File: config.mk
export PLATFORM = sky130hd
export DESIGN_NAME = lc4_ss_core
export DESIGN_NICKNAME = d
export VERILOG_FILES = /design/src/hdl/lc4_pkg.sv /design/src/hdl/lc4_decoder.sv /design/src/hdl/lc4_alu.sv /design/src/hdl/lc4_issue.sv /design/src/hdl/lc4_lane.sv /design/src/hdl/lc4_regfile_2w.sv /design/src/hdl/lc4_ss_core.sv
export SDC_FILE = /design/constraint.sdc
export NUM_CORES = 2
export LEC_CHECK = 0
export ABC_AREA = 1
export BUFFER_PORTS_ARGS = -buffer_cell sky130_fd_sc_hd__buf_4
export CAP_MARGIN = 20
export CORE_MARGIN = 1
export CORE_UTILIZATION = 55
export CTS_BUF_LIST = sky130_fd_sc_hd__clkbuf_8
export DETAILED_ROUTE_END_ITERATION = 6
export PLACE_DENSITY = 0.82
export SLEW_MARGIN = 20
export SYNTH_ARGS = -nofsm -noshare
export SYNTH_HDL_FRONTEND = slang
export SYNTH_SLANG_ARGS = --single-unit
File: constraint.sdc
create_clock -name gwe -period 5.9 [get_ports gwe]
set_input_delay 1.18 -clock gwe [delete_from_list [all_inputs] [get_ports gwe]]
set_output_delay 1.18 -clock gwe [all_outputs]
set_load 0.01 [all_outputs]
File: src/hdl/lc4_pkg.sv
// widths, register index type and encodings shared by the two-way lc4 core
// every design module pulls these in with a wildcard import
package lc4_pkg;

    parameter int XLEN  = 16;
    parameter int NREGS = 8;

    typedef logic [$clog2(NREGS)-1:0] reg_idx_t;

    // top four bits of the instruction word, only the kept groups are named
    typedef enum logic [3:0] {
        OP_NOP   = 4'b0000,
        OP_ARITH = 4'b0001,
        OP_LOGIC = 4'b0101,
        OP_CONST = 4'b1001
    } opcode_e;

    // ALU_PASS_IMM serves CONST and every instruction that writes nothing
    typedef enum logic [2:0] {
        ALU_ADD      = 3'd0,
        ALU_MUL      = 3'd1,
        ALU_SUB      = 3'd2,
        ALU_AND      = 3'd3,
        ALU_NOT      = 3'd4,
        ALU_OR       = 3'd5,
        ALU_XOR      = 3'd6,
        ALU_PASS_IMM = 3'd7
    } alu_op_e;

endpackage

File: src/hdl/lc4_decoder.sv
// instruction decoder for the reduced lc4 subset
// one copy per issue slot, purely combinational
module lc4_decoder
    import lc4_pkg::*;
(
    input  logic [XLEN-1:0] i_insn,
    output alu_op_e         o_alu_op,
    output reg_idx_t        o_rd,
    output reg_idx_t        o_rs,
    output reg_idx_t        o_rt,
    output logic            o_rs_use,
    output logic            o_rt_use,
    output logic            o_we,
    output logic [XLEN-1:0] o_imm
);

    opcode_e         opcode;
    logic [XLEN-1:0] imm5;
    logic [XLEN-1:0] imm9;

    assign opcode = opcode_e'(i_insn[15:12]);
    assign imm5   = {{(XLEN-5){i_insn[4]}}, i_insn[4:0]};
    assign imm9   = {{(XLEN-9){i_insn[8]}}, i_insn[8:0]};

    always_comb begin
        // field positions are fixed across all kept formats
        o_rd     = i_insn[11:9];
        o_rs     = i_insn[8:6];
        o_rt     = i_insn[2:0];
        o_alu_op = ALU_PASS_IMM;
        o_rs_use = 1'b0;
        o_rt_use = 1'b0;
        o_we     = 1'b0;
        o_imm    = '0;
        case (opcode)
            OP_ARITH: begin
                o_rs_use = 1'b1;
                o_rt_use = ~i_insn[5];
                o_we     = 1'b1;
                o_imm    = imm5;
                case (i_insn[5:3])
                    3'b000:  o_alu_op = ALU_ADD;
                    3'b001:  o_alu_op = ALU_MUL;
                    3'b010:  o_alu_op = ALU_SUB;
                    // divide is not supported, treated as a nop
                    3'b011: begin
                        o_rs_use = 1'b0;
                        o_rt_use = 1'b0;
                        o_we     = 1'b0;
                    end
                    default: o_alu_op = ALU_ADD;
                endcase
            end
            OP_LOGIC: begin
                o_rs_use = 1'b1;
                o_rt_use = ~i_insn[5];
                o_we     = 1'b1;
                o_imm    = imm5;
                case (i_insn[5:3])
                    3'b000:  o_alu_op = ALU_AND;
                    3'b001: begin
                        o_alu_op = ALU_NOT;
                        o_rt_use = 1'b0;
                    end
                    3'b010:  o_alu_op = ALU_OR;
                    3'b011:  o_alu_op = ALU_XOR;
                    default: o_alu_op = ALU_AND;
                endcase
            end
            OP_CONST: begin
                o_we  = 1'b1;
                o_imm = imm9;
            end
            default: ;
        endcase
    end

endmodule

File: src/hdl/lc4_alu.sv
// combinational ALU for one execution lane
// immediate forms arrive with i_b already replaced by the immediate
module lc4_alu
    import lc4_pkg::*;
(
    input  alu_op_e         i_op,
    input  logic [XLEN-1:0] i_a,
    input  logic [XLEN-1:0] i_b,
    input  logic [XLEN-1:0] i_imm,
    output logic [XLEN-1:0] o_result
);

    always_comb begin
        case (i_op)
            // arithmetic wraps at 16 bits
            ALU_ADD:      o_result = i_a + i_b;
            ALU_MUL:      o_result = i_a * i_b;
            ALU_SUB:      o_result = i_a - i_b;
            ALU_AND:      o_result = i_a & i_b;
            ALU_NOT:      o_result = ~i_a;
            ALU_OR:       o_result = i_a | i_b;
            ALU_XOR:      o_result = i_a ^ i_b;
            ALU_PASS_IMM: o_result = i_imm;
            default:      o_result = i_imm;
        endcase
    end

endmodule

File: src/hdl/lc4_issue.sv
// fetch PC, D-stage pair registers and the pair-split decision
// reads an aligned pair each cycle and hands decoded slots to lanes A and B
module lc4_issue
    import lc4_pkg::*;
#(
    parameter logic [XLEN-1:0] RESET_PC = 16'h8200
) (
    input  logic            gwe,
    input  logic            i_rst_n,
    input  logic [XLEN-1:0] i_insn_a,
    input  logic [XLEN-1:0] i_insn_b,
    output logic [XLEN-1:0] o_pc,
    output logic            o_valid_a,
    output logic [XLEN-1:0] o_pc_a,
    output logic [XLEN-1:0] o_insn_a,
    output alu_op_e         o_alu_op_a,
    output reg_idx_t        o_rd_a,
    output reg_idx_t        o_rs_a,
    output reg_idx_t        o_rt_a,
    output logic            o_rs_use_a,
    output logic            o_rt_use_a,
    output logic            o_we_a,
    output logic [XLEN-1:0] o_imm_a,
    output logic            o_valid_b,
    output logic [XLEN-1:0] o_pc_b,
    output logic [XLEN-1:0] o_insn_b,
    output alu_op_e         o_alu_op_b,
    output reg_idx_t        o_rd_b,
    output reg_idx_t        o_rs_b,
    output reg_idx_t        o_rt_b,
    output logic            o_rs_use_b,
    output logic            o_rt_use_b,
    output logic            o_we_b,
    output logic [XLEN-1:0] o_imm_b
);

    logic [XLEN-1:0] pc_q;
    logic            d_valid_a, d_valid_b;
    logic [XLEN-1:0] d_pc_a, d_pc_b;
    logic [XLEN-1:0] d_insn_a, d_insn_b;
    logic            split;

    lc4_decoder dec_a (
        .i_insn   (d_insn_a),
        .o_alu_op (o_alu_op_a),
        .o_rd     (o_rd_a),
        .o_rs     (o_rs_a),
        .o_rt     (o_rt_a),
        .o_rs_use (o_rs_use_a),
        .o_rt_use (o_rt_use_a),
        .o_we     (o_we_a),
        .o_imm    (o_imm_a)
    );

    lc4_decoder dec_b (
        .i_insn   (d_insn_b),
        .o_alu_op (o_alu_op_b),
        .o_rd     (o_rd_b),
        .o_rs     (o_rs_b),
        .o_rt     (o_rt_b),
        .o_rs_use (o_rs_use_b),
        .o_rt_use (o_rt_use_b),
        .o_we     (o_we_b),
        .o_imm    (o_imm_b)
    );

    // B depends on A inside the pair, so B waits one cycle in slot A
    assign split = d_valid_a && d_valid_b && o_we_a &&
                   ((o_rs_use_b && (o_rs_b == o_rd_a)) ||
                    (o_rt_use_b && (o_rt_b == o_rd_a)));

    always_ff @(posedge gwe or negedge i_rst_n) begin
        if (!i_rst_n) begin
            pc_q      <= RESET_PC;
            d_valid_a <= 1'b0;
            d_valid_b <= 1'b0;
        end else if (split) begin
            pc_q      <= pc_q + 16'd1;
            d_valid_a <= d_valid_b;
            d_valid_b <= 1'b1;
        end else begin
            pc_q      <= pc_q + 16'd2;
            d_valid_a <= 1'b1;
            d_valid_b <= 1'b1;
        end
    end

    always_ff @(posedge gwe) begin
        if (split) begin
            d_pc_a   <= d_pc_b;
            d_insn_a <= d_insn_b;
            d_pc_b   <= pc_q;
            d_insn_b <= i_insn_a;
        end else begin
            d_pc_a   <= pc_q;
            d_insn_a <= i_insn_a;
            d_pc_b   <= pc_q + 16'd1;
            d_insn_b <= i_insn_b;
        end
    end

    assign o_pc      = pc_q;
    assign o_valid_a = d_valid_a;
    assign o_pc_a    = d_pc_a;
    assign o_insn_a  = d_insn_a;
    // held-back B goes down lane B as a bubble
    assign o_valid_b = d_valid_b && !split;
    assign o_pc_b    = d_pc_b;
    assign o_insn_b  = d_insn_b;

endmodule

File: src/hdl/lc4_lane.sv
// one execution pipe: X register, W-to-X bypass, ALU and W register
// both lanes' W results come back in for bypassing, lane B has priority
module lc4_lane
    import lc4_pkg::*;
(
    input  logic            gwe,
    input  logic            i_rst_n,
    input  logic            i_valid,
    input  logic [XLEN-1:0] i_pc,
    input  logic [XLEN-1:0] i_insn,
    input  alu_op_e         i_alu_op,
    input  reg_idx_t        i_rd,
    input  reg_idx_t        i_rs,
    input  reg_idx_t        i_rt,
    input  logic            i_rs_use,
    input  logic            i_rt_use,
    input  logic            i_we,
    input  logic [XLEN-1:0] i_imm,
    input  logic [XLEN-1:0] i_rs_data,
    input  logic [XLEN-1:0] i_rt_data,
    input  logic            i_byp_we_a,
    input  reg_idx_t        i_byp_rd_a,
    input  logic [XLEN-1:0] i_byp_data_a,
    input  logic            i_byp_we_b,
    input  reg_idx_t        i_byp_rd_b,
    input  logic [XLEN-1:0] i_byp_data_b,
    output logic            o_ret_valid,
    output logic [XLEN-1:0] o_ret_pc,
    output logic [XLEN-1:0] o_ret_insn,
    output logic            o_ret_we,
    output reg_idx_t        o_ret_rd,
    output logic [XLEN-1:0] o_ret_data
);

    logic            x_valid, x_we;
    logic [XLEN-1:0] x_pc, x_insn, x_imm;
    alu_op_e         x_alu_op;
    reg_idx_t        x_rd, x_rs, x_rt;
    logic            x_rs_use, x_rt_use;
    logic [XLEN-1:0] x_rs_data, x_rt_data;
    logic [XLEN-1:0] rs_val, rt_val, op_b, result;

    always_ff @(posedge gwe or negedge i_rst_n) begin
        if (!i_rst_n) begin
            x_valid     <= 1'b0;
            x_we        <= 1'b0;
            o_ret_valid <= 1'b0;
            o_ret_we    <= 1'b0;
        end else begin
            x_valid     <= i_valid;
            // a bubble never writes
            x_we        <= i_valid && i_we;
            o_ret_valid <= x_valid;
            o_ret_we    <= x_we;
        end
    end

    always_ff @(posedge gwe) begin
        x_pc       <= i_pc;
        x_insn     <= i_insn;
        x_alu_op   <= i_alu_op;
        x_rd       <= i_rd;
        x_rs       <= i_rs;
        x_rt       <= i_rt;
        x_rs_use   <= i_rs_use;
        x_rt_use   <= i_rt_use;
        x_imm      <= i_imm;
        x_rs_data  <= i_rs_data;
        x_rt_data  <= i_rt_data;
        o_ret_pc   <= x_pc;
        o_ret_insn <= x_insn;
        o_ret_rd   <= x_rd;
        o_ret_data <= result;
    end

    // lane B in W is younger than lane A in W
    always_comb begin
        if (x_rs_use && i_byp_we_b && (i_byp_rd_b == x_rs)) begin
            rs_val = i_byp_data_b;
        end else if (x_rs_use && i_byp_we_a && (i_byp_rd_a == x_rs)) begin
            rs_val = i_byp_data_a;
        end else begin
            rs_val = x_rs_data;
        end
        if (x_rt_use && i_byp_we_b && (i_byp_rd_b == x_rt)) begin
            rt_val = i_byp_data_b;
        end else if (x_rt_use && i_byp_we_a && (i_byp_rd_a == x_rt)) begin
            rt_val = i_byp_data_a;
        end else begin
            rt_val = x_rt_data;
        end
    end

    assign op_b = x_rt_use ? rt_val : x_imm;

    lc4_alu alu (
        .i_op     (x_alu_op),
        .i_a      (rs_val),
        .i_b      (op_b),
        .i_imm    (x_imm),
        .o_result (result)
    );

endmodule

File: src/hdl/lc4_regfile_2w.sv
// eight-entry register file, four read ports and two write ports
// reads see this cycle's W writes, port B wins on a collision
module lc4_regfile_2w
    import lc4_pkg::*;
(
    input  logic            gwe,
    input  logic            i_rst_n,
    input  reg_idx_t        i_rsel_0,
    input  reg_idx_t        i_rsel_1,
    input  reg_idx_t        i_rsel_2,
    input  reg_idx_t        i_rsel_3,
    input  logic            i_we_a,
    input  reg_idx_t        i_rd_a,
    input  logic [XLEN-1:0] i_wdata_a,
    input  logic            i_we_b,
    input  reg_idx_t        i_rd_b,
    input  logic [XLEN-1:0] i_wdata_b,
    output logic [XLEN-1:0] o_rdata_0,
    output logic [XLEN-1:0] o_rdata_1,
    output logic [XLEN-1:0] o_rdata_2,
    output logic [XLEN-1:0] o_rdata_3
);

    logic [XLEN-1:0] regs [NREGS];

    function automatic logic [XLEN-1:0] read_thru(input reg_idx_t sel);
        if (i_we_b && (i_rd_b == sel)) begin
            return i_wdata_b;
        end
        if (i_we_a && (i_rd_a == sel)) begin
            return i_wdata_a;
        end
        return regs[sel];
    endfunction

    always_ff @(posedge gwe or negedge i_rst_n) begin
        if (!i_rst_n) begin
            for (int i = 0; i < NREGS; i++) begin
                regs[i] <= '0;
            end
        end else begin
            if (i_we_a) begin
                regs[i_rd_a] <= i_wdata_a;
            end
            // second assignment overrides A when both hit one register
            if (i_we_b) begin
                regs[i_rd_b] <= i_wdata_b;
            end
        end
    end

    always_comb begin
        o_rdata_0 = read_thru(i_rsel_0);
        o_rdata_1 = read_thru(i_rsel_1);
        o_rdata_2 = read_thru(i_rsel_2);
        o_rdata_3 = read_thru(i_rsel_3);
    end

endmodule

File: src/hdl/lc4_ss_core.sv
// top level of the two-way superscalar lc4 core
// fetches o_pc and o_pc+1 every cycle and reports both retiring results
module lc4_ss_core
    import lc4_pkg::*;
#(
    parameter logic [XLEN-1:0] RESET_PC = 16'h8200
) (
    input  logic            gwe,
    input  logic            i_rst_n,
    input  logic [XLEN-1:0] i_insn_a,
    input  logic [XLEN-1:0] i_insn_b,
    output logic [XLEN-1:0] o_pc,
    output logic            o_ret_valid_a,
    output logic [XLEN-1:0] o_ret_pc_a,
    output logic [XLEN-1:0] o_ret_insn_a,
    output logic            o_ret_we_a,
    output reg_idx_t        o_ret_rd_a,
    output logic [XLEN-1:0] o_ret_data_a,
    output logic            o_ret_valid_b,
    output logic [XLEN-1:0] o_ret_pc_b,
    output logic [XLEN-1:0] o_ret_insn_b,
    output logic            o_ret_we_b,
    output reg_idx_t        o_ret_rd_b,
    output logic [XLEN-1:0] o_ret_data_b
);

    logic            valid_a, valid_b;
    logic [XLEN-1:0] pc_a, pc_b, insn_a, insn_b, imm_a, imm_b;
    alu_op_e         alu_op_a, alu_op_b;
    reg_idx_t        rd_a, rd_b, rs_a, rs_b, rt_a, rt_b;
    logic            rs_use_a, rs_use_b, rt_use_a, rt_use_b, we_a, we_b;
    logic [XLEN-1:0] rs_data_a, rt_data_a, rs_data_b, rt_data_b;

    lc4_issue #(
        .RESET_PC (RESET_PC)
    ) issue (
        .gwe        (gwe),
        .i_rst_n    (i_rst_n),
        .i_insn_a   (i_insn_a),
        .i_insn_b   (i_insn_b),
        .o_pc       (o_pc),
        .o_valid_a  (valid_a),
        .o_pc_a     (pc_a),
        .o_insn_a   (insn_a),
        .o_alu_op_a (alu_op_a),
        .o_rd_a     (rd_a),
        .o_rs_a     (rs_a),
        .o_rt_a     (rt_a),
        .o_rs_use_a (rs_use_a),
        .o_rt_use_a (rt_use_a),
        .o_we_a     (we_a),
        .o_imm_a    (imm_a),
        .o_valid_b  (valid_b),
        .o_pc_b     (pc_b),
        .o_insn_b   (insn_b),
        .o_alu_op_b (alu_op_b),
        .o_rd_b     (rd_b),
        .o_rs_b     (rs_b),
        .o_rt_b     (rt_b),
        .o_rs_use_b (rs_use_b),
        .o_rt_use_b (rt_use_b),
        .o_we_b     (we_b),
        .o_imm_b    (imm_b)
    );

    lc4_regfile_2w regfile (
        .gwe       (gwe),
        .i_rst_n   (i_rst_n),
        .i_rsel_0  (rs_a),
        .i_rsel_1  (rt_a),
        .i_rsel_2  (rs_b),
        .i_rsel_3  (rt_b),
        .i_we_a    (o_ret_we_a),
        .i_rd_a    (o_ret_rd_a),
        .i_wdata_a (o_ret_data_a),
        .i_we_b    (o_ret_we_b),
        .i_rd_b    (o_ret_rd_b),
        .i_wdata_b (o_ret_data_b),
        .o_rdata_0 (rs_data_a),
        .o_rdata_1 (rt_data_a),
        .o_rdata_2 (rs_data_b),
        .o_rdata_3 (rt_data_b)
    );

    lc4_lane lane_a (
        .gwe          (gwe),
        .i_rst_n      (i_rst_n),
        .i_valid      (valid_a),
        .i_pc         (pc_a),
        .i_insn       (insn_a),
        .i_alu_op     (alu_op_a),
        .i_rd         (rd_a),
        .i_rs         (rs_a),
        .i_rt         (rt_a),
        .i_rs_use     (rs_use_a),
        .i_rt_use     (rt_use_a),
        .i_we         (we_a),
        .i_imm        (imm_a),
        .i_rs_data    (rs_data_a),
        .i_rt_data    (rt_data_a),
        .i_byp_we_a   (o_ret_we_a),
        .i_byp_rd_a   (o_ret_rd_a),
        .i_byp_data_a (o_ret_data_a),
        .i_byp_we_b   (o_ret_we_b),
        .i_byp_rd_b   (o_ret_rd_b),
        .i_byp_data_b (o_ret_data_b),
        .o_ret_valid  (o_ret_valid_a),
        .o_ret_pc     (o_ret_pc_a),
        .o_ret_insn   (o_ret_insn_a),
        .o_ret_we     (o_ret_we_a),
        .o_ret_rd     (o_ret_rd_a),
        .o_ret_data   (o_ret_data_a)
    );

    lc4_lane lane_b (
        .gwe          (gwe),
        .i_rst_n      (i_rst_n),
        .i_valid      (valid_b),
        .i_pc         (pc_b),
        .i_insn       (insn_b),
        .i_alu_op     (alu_op_b),
        .i_rd         (rd_b),
        .i_rs         (rs_b),
        .i_rt         (rt_b),
        .i_rs_use     (rs_use_b),
        .i_rt_use     (rt_use_b),
        .i_we         (we_b),
        .i_imm        (imm_b),
        .i_rs_data    (rs_data_b),
        .i_rt_data    (rt_data_b),
        .i_byp_we_a   (o_ret_we_a),
        .i_byp_rd_a   (o_ret_rd_a),
        .i_byp_data_a (o_ret_data_a),
        .i_byp_we_b   (o_ret_we_b),
        .i_byp_rd_b   (o_ret_rd_b),
        .i_byp_data_b (o_ret_data_b),
        .o_ret_valid  (o_ret_valid_b),
        .o_ret_pc     (o_ret_pc_b),
        .o_ret_insn   (o_ret_insn_b),
        .o_ret_we     (o_ret_we_b),
        .o_ret_rd     (o_ret_rd_b),
        .o_ret_data   (o_ret_data_b)
    );

endmodule

==> impl_results.md <==
* Status: finished with violations
* Failing checks: design-rule violations, negative setup slack
* Core Util, Final at 0.681
* Post-Synth Adder-Cell Area at 0.161
* Gr ovfl total at 0
* Reg-to-Reg Start: lane_b.o_ret_insn[11]
* Relative slew margins at 0.228
* Die width at around 250 µm
* Cell Area, Placed at approximately 0.040 mm²
* Final setup violation count at 13
* Critical path capture point type: register
* Tot GR Track Use at 0.452
* CTS clk-pin slew, worst paths at around 0.070 ns
* Critical path startpoint: lane_b.o_ret_insn[11]
* Highest net fanout along the worst path at 19
* Fmax achieved at between 150 and 200 MHz
* Top cell by count, worst path: fa_1
* Crit path kind: reg -> reg
* Port Buf Inserts at 155
* Leakage at roughly 21 nW
* Max Clock Skew at approximately 0.038 ns
* Final-report hold violation count at 0
* Final min period at about 6.3 ns
* Io pins at between 150 and 200
* Area Overhead vs Synth at 22.3%
* Layout Nets at about 5800
* Syn avg cell area at about 7.2 µm²
* Vias at 38500
* Gp weighted congestion at about 1.1
* Crit start category: register
* Drt wl/cell at approximately 23 µm
* H-tree levels at 3
* Dpl hpwl at around 110000 µm
* Largest family of logic cells by synthesized area: compound AO/OA/AOI/OAI gates
* Max-Cap Viols at 0
* FF/Latch Area at 0.0102 mm²
* Routed Wire Length at 147000 µm
* CTS Root Cell: clkbuf_8
* Routed Antenna Nets at 0
* Clk network pwr share at 0.254
* RSZ-0062 raised after global routing: yes
* CP Data Required Time at between 6 and 7 ns
* Worst slew pin tran at about 1.2 ns
* Register area share after synthesis at 0.291
* CTS tree: yes
* Synth Area in XOR/XNOR at 0.0237
* Final worst slack at -0.423 ns
* Largest net degree at the start of global routing at 99
* Die Height at around 250 µm
* Die area at 0.0647 mm²
* Final instance area at 0.0428 mm²
* Pre-CTS WS at -0.553 ns
* Hold Crit Class: reg -> reg
* First-pass iteration count of the detailed router at 7
* Max IR drop VDD at roughly 0.35 mV
* First-pass GRT wire length at around 220000 µm
* Share of post-route cells with drive strength above 1 at 0.202
* Vias per Instance at 6.13
* Final number of max-transition violations at 0
* Site row count at a little over 90
* CP max stage delay at a little under 0.5 ns
* Sink Count at 470
* Initial DRC count at around 6000
* Mux cell area share after synthesis at 0
* Number of CTS-inserted buffers at 79
* Mapped cell area at between 0.03 and 0.04 mm²
* Mapped Cells at between 4000 and 5000
* Area of the core at 0.0630 mm²
* Vias in the first global route at between 30000 and 40000
* Final hold slack at approximately 0.32 ns
* Worst hold start: lane_a.x_insn[12]
* Worst-Skew Late Latency at ~0.73 ns
* Cell internal pwr at roughly 7.3 mW
* Final period util at 1.07
* Post-route non-filler standard cell count at between 6000 and 7000
* Pwr/cell area at roughly 290 mW/mm²
* Placed Cells at about 6100
* Drt drc at 81
* Initial antenna violation count at 6
* Combinational Power Share at 0.400
* P_sw at about 5 mW
* Clock Tree Buf Depth at 3
* Share of power burned in registers at 0.345
* Synth Warn # at 0
* Initial core utilization at 0.557
* Area of the multi-input gates at roughly 0.022 mm²
* Yosys reg bits at 470
* Compound-Gate Fraction of Synth Area at 0.215
* Synth Area in Simple Gates at 0.200
* Sw frac at 0.407
* Crit path DAT at between 6 and 7 ns
* Unique masters post-synth at 58
* Critical-path top delay cell: fa_1
* Fillers at 5329
per-layer routing:
| metal | vias up | share of wire | wire length (µm) | track usage |
|---|---|---|---|---|
| li1 | 17100 | - | - | - |
| met1 | 17800 | 0.38 | 55300 | 0.580 |
| met2 | 2905 | 0.41 | 60300 | 0.661 |
| met3 | 762 | 0.14 | 21200 | 0.151 |
| met4 | 4 | 0.071 | 10500 | 0.263 |
| met5 | - | 0.00017 | 25 | 0.00301 |
power groups by stage:
stage	Combinational, mW	Sequential (mW)	Clock, mW
6_report	4.93	4.26	3.13
5_1_grt	5.35	4.30	3.29
4_1_cts	4.70	4.22	3.14
3_5_place_dp	4.51	4.27	0
3_3_place_gp	4.42	4.27	0
2_1_floorplan	2.72	4.18	0
cell type report:
cell class | count | share of cell area
Antenna cell | 5 | 0.000292
Clock buffer | 92 | 0.0295
Clock inverter | 53 | 0.00999
Inverter | 697 | 0.0622
Multi-Input combinational cell | 3448 | 0.512
Sequential cell | 470 | 0.239
Tap cell | 846 | 0.0247
Timing Repair Buffer | 665 | 0.123
cells in the final DEF (no fill, tap or decap), types with 12 or more instances in the layout:
master       n
a21oi_2     12
buf_6       26
nand2_4     22
clkinv_1    15
nor2_1     349
buf_4      626
xor2_1      73
a211oi_1    24
inv_1      654
nand2_1    948
clkinv_2    12
inv_4       15
clkbuf_8    92
a31oi_1     70
inv_2       39
nor3_1      26
a221oi_1    51
ha_4        16
dfrtp_1    151
dfxtp_2     15
nand2_2     45
a21oi_1    382
xnor2_1     22
o21ai_1     26
nand3_1    193
nand3_2     19
o2111ai_1   19
fa_1       155
o22ai_1     50
o21ai_0    479
ha_1       168
dfxtp_1    294
nor2_2      26
nand4_1     14
o211ai_1   123
sequential cells by signal, summed over array words and instances (netlist names), 16 cells and up:
register           flops
issue.o_insn_b        16
lane_b.x_pc           16
lane_b.x_insn         16
lane_b.o_ret_pc       16
lane_b.x_rs_data      16
issue.o_pc_b          16
lane_b.o_ret_insn     16
lane_a.x_rs_data      16
lane_a.o_ret_pc       16
lane_a.x_insn         16
lane_a.o_ret_insn     16
issue.o_insn_a        16
issue.o_pc_a          16
regfile.regs         128
issue.o_pc            16
lane_b.o_ret_data     16
lane_a.o_ret_data     16
lane_a.x_rt_data      16
lane_a.x_pc           16
lane_b.x_rt_data      16
worst paths after layout:
| path | to | slack [ns] | cells after the start |
|---|---|---|---|
| max | lane_a.o_ret_data[14] | -0.42 | 30 |
| min | lane_a.o_ret_insn[12] | 0.32 | 0 |
| max reg2reg | lane_a.o_ret_data[14] | -0.42 | 30 |
| min reg2reg | lane_a.o_ret_insn[12] | 0.32 | 0 |
| max in group asynchronous | regfile.regs[119] | 4.36 | 2 |
| min in group asynchronous | issue.o_pc[4] | 0.55 | 1 |
timing repair:
item | CTS | global route
hold buffers | 0 | 0
gates resized for setup | 162 | 80
buffers inserted | 34 | 13
endpoints found under the setup margin | 17 | 18
cloned | 1 | 0
pin swaps | 61 | 26
kinds of logic after synthesis:
family / after synthesis
adder cells (fa/ha/maj): 355
other: 1
XOR/XNOR: 95
buffers and inverters: 973
AO/OA/AOI/OAI: 1305
flip-flops: 470
AND/OR/NAND/NOR: 1691
synth_stat cells, drive strengths merged:
cell | n | area [µm²]
a21oi | 399 | 2040
a2111oi | 3 | 26.3
a31oi | 72 | 450
clkbuf | 217 | 815
o31ai | 2 | 15.0
a221o | 1 | 10.0
o2111ai | 23 | 201
nand3b | 9 | 67.6
a22oi | 4 | 30.0
o21ai | 523 | 2670
nand3 | 212 | 1090
o21bai | 6 | 45.0
nor4 | 1 | 6.26
conb | 1 | 3.75
o32ai | 1 | 8.76
o211ai | 126 | 961
dfrtp | 152 | 3800
xor2 | 73 | 639
nand4 | 14 | 87.6
o221ai | 7 | 61.3
a21o | 1 | 7.51
nor2 | 384 | 1480
buf | 59 | 387
ha | 193 | 2410
or2 | 11 | 68.8
o41ai | 1 | 8.76
dfxtp | 316 | 6330
a21boi | 2 | 15.0
xnor2 | 22 | 193
fa | 162 | 3240
a221oi | 51 | 447
o22ai | 51 | 319
o21a | 5 | 37.5
dfstp | 2 | 52.6
nand2 | 1015 | 3910
inv | 680 | 2560
and2 | 1 | 6.26
a211oi | 27 | 203
nor3 | 41 | 257
nor3b | 3 | 22.5
clkinv | 17 | 63.8
worst max-delay path: cells and delay by family, from the launching register on:
kind / cells / cell delay [ns]
AOI/OAI and AO/OA: 9 / 1.33
adders and majority gates: 7 / 2.86
DFF: 1 / 0.39
and+or+nand+nor: 8 / 0.85
buffers and inverters: 6 / 0.72
per-stage QoR:
step	power, mW	TNS (ns)
2_1_floorplan	6.90	-0.0271
3_3_place_gp	8.69	-4.06
3_5_place_dp	8.79	-5.34
4_1_cts	12.1	-1.80
5_1_grt	12.9	-6.38
6_report	12.3	-2.65
Note: power is estimated with default switching activity, not from simulation.
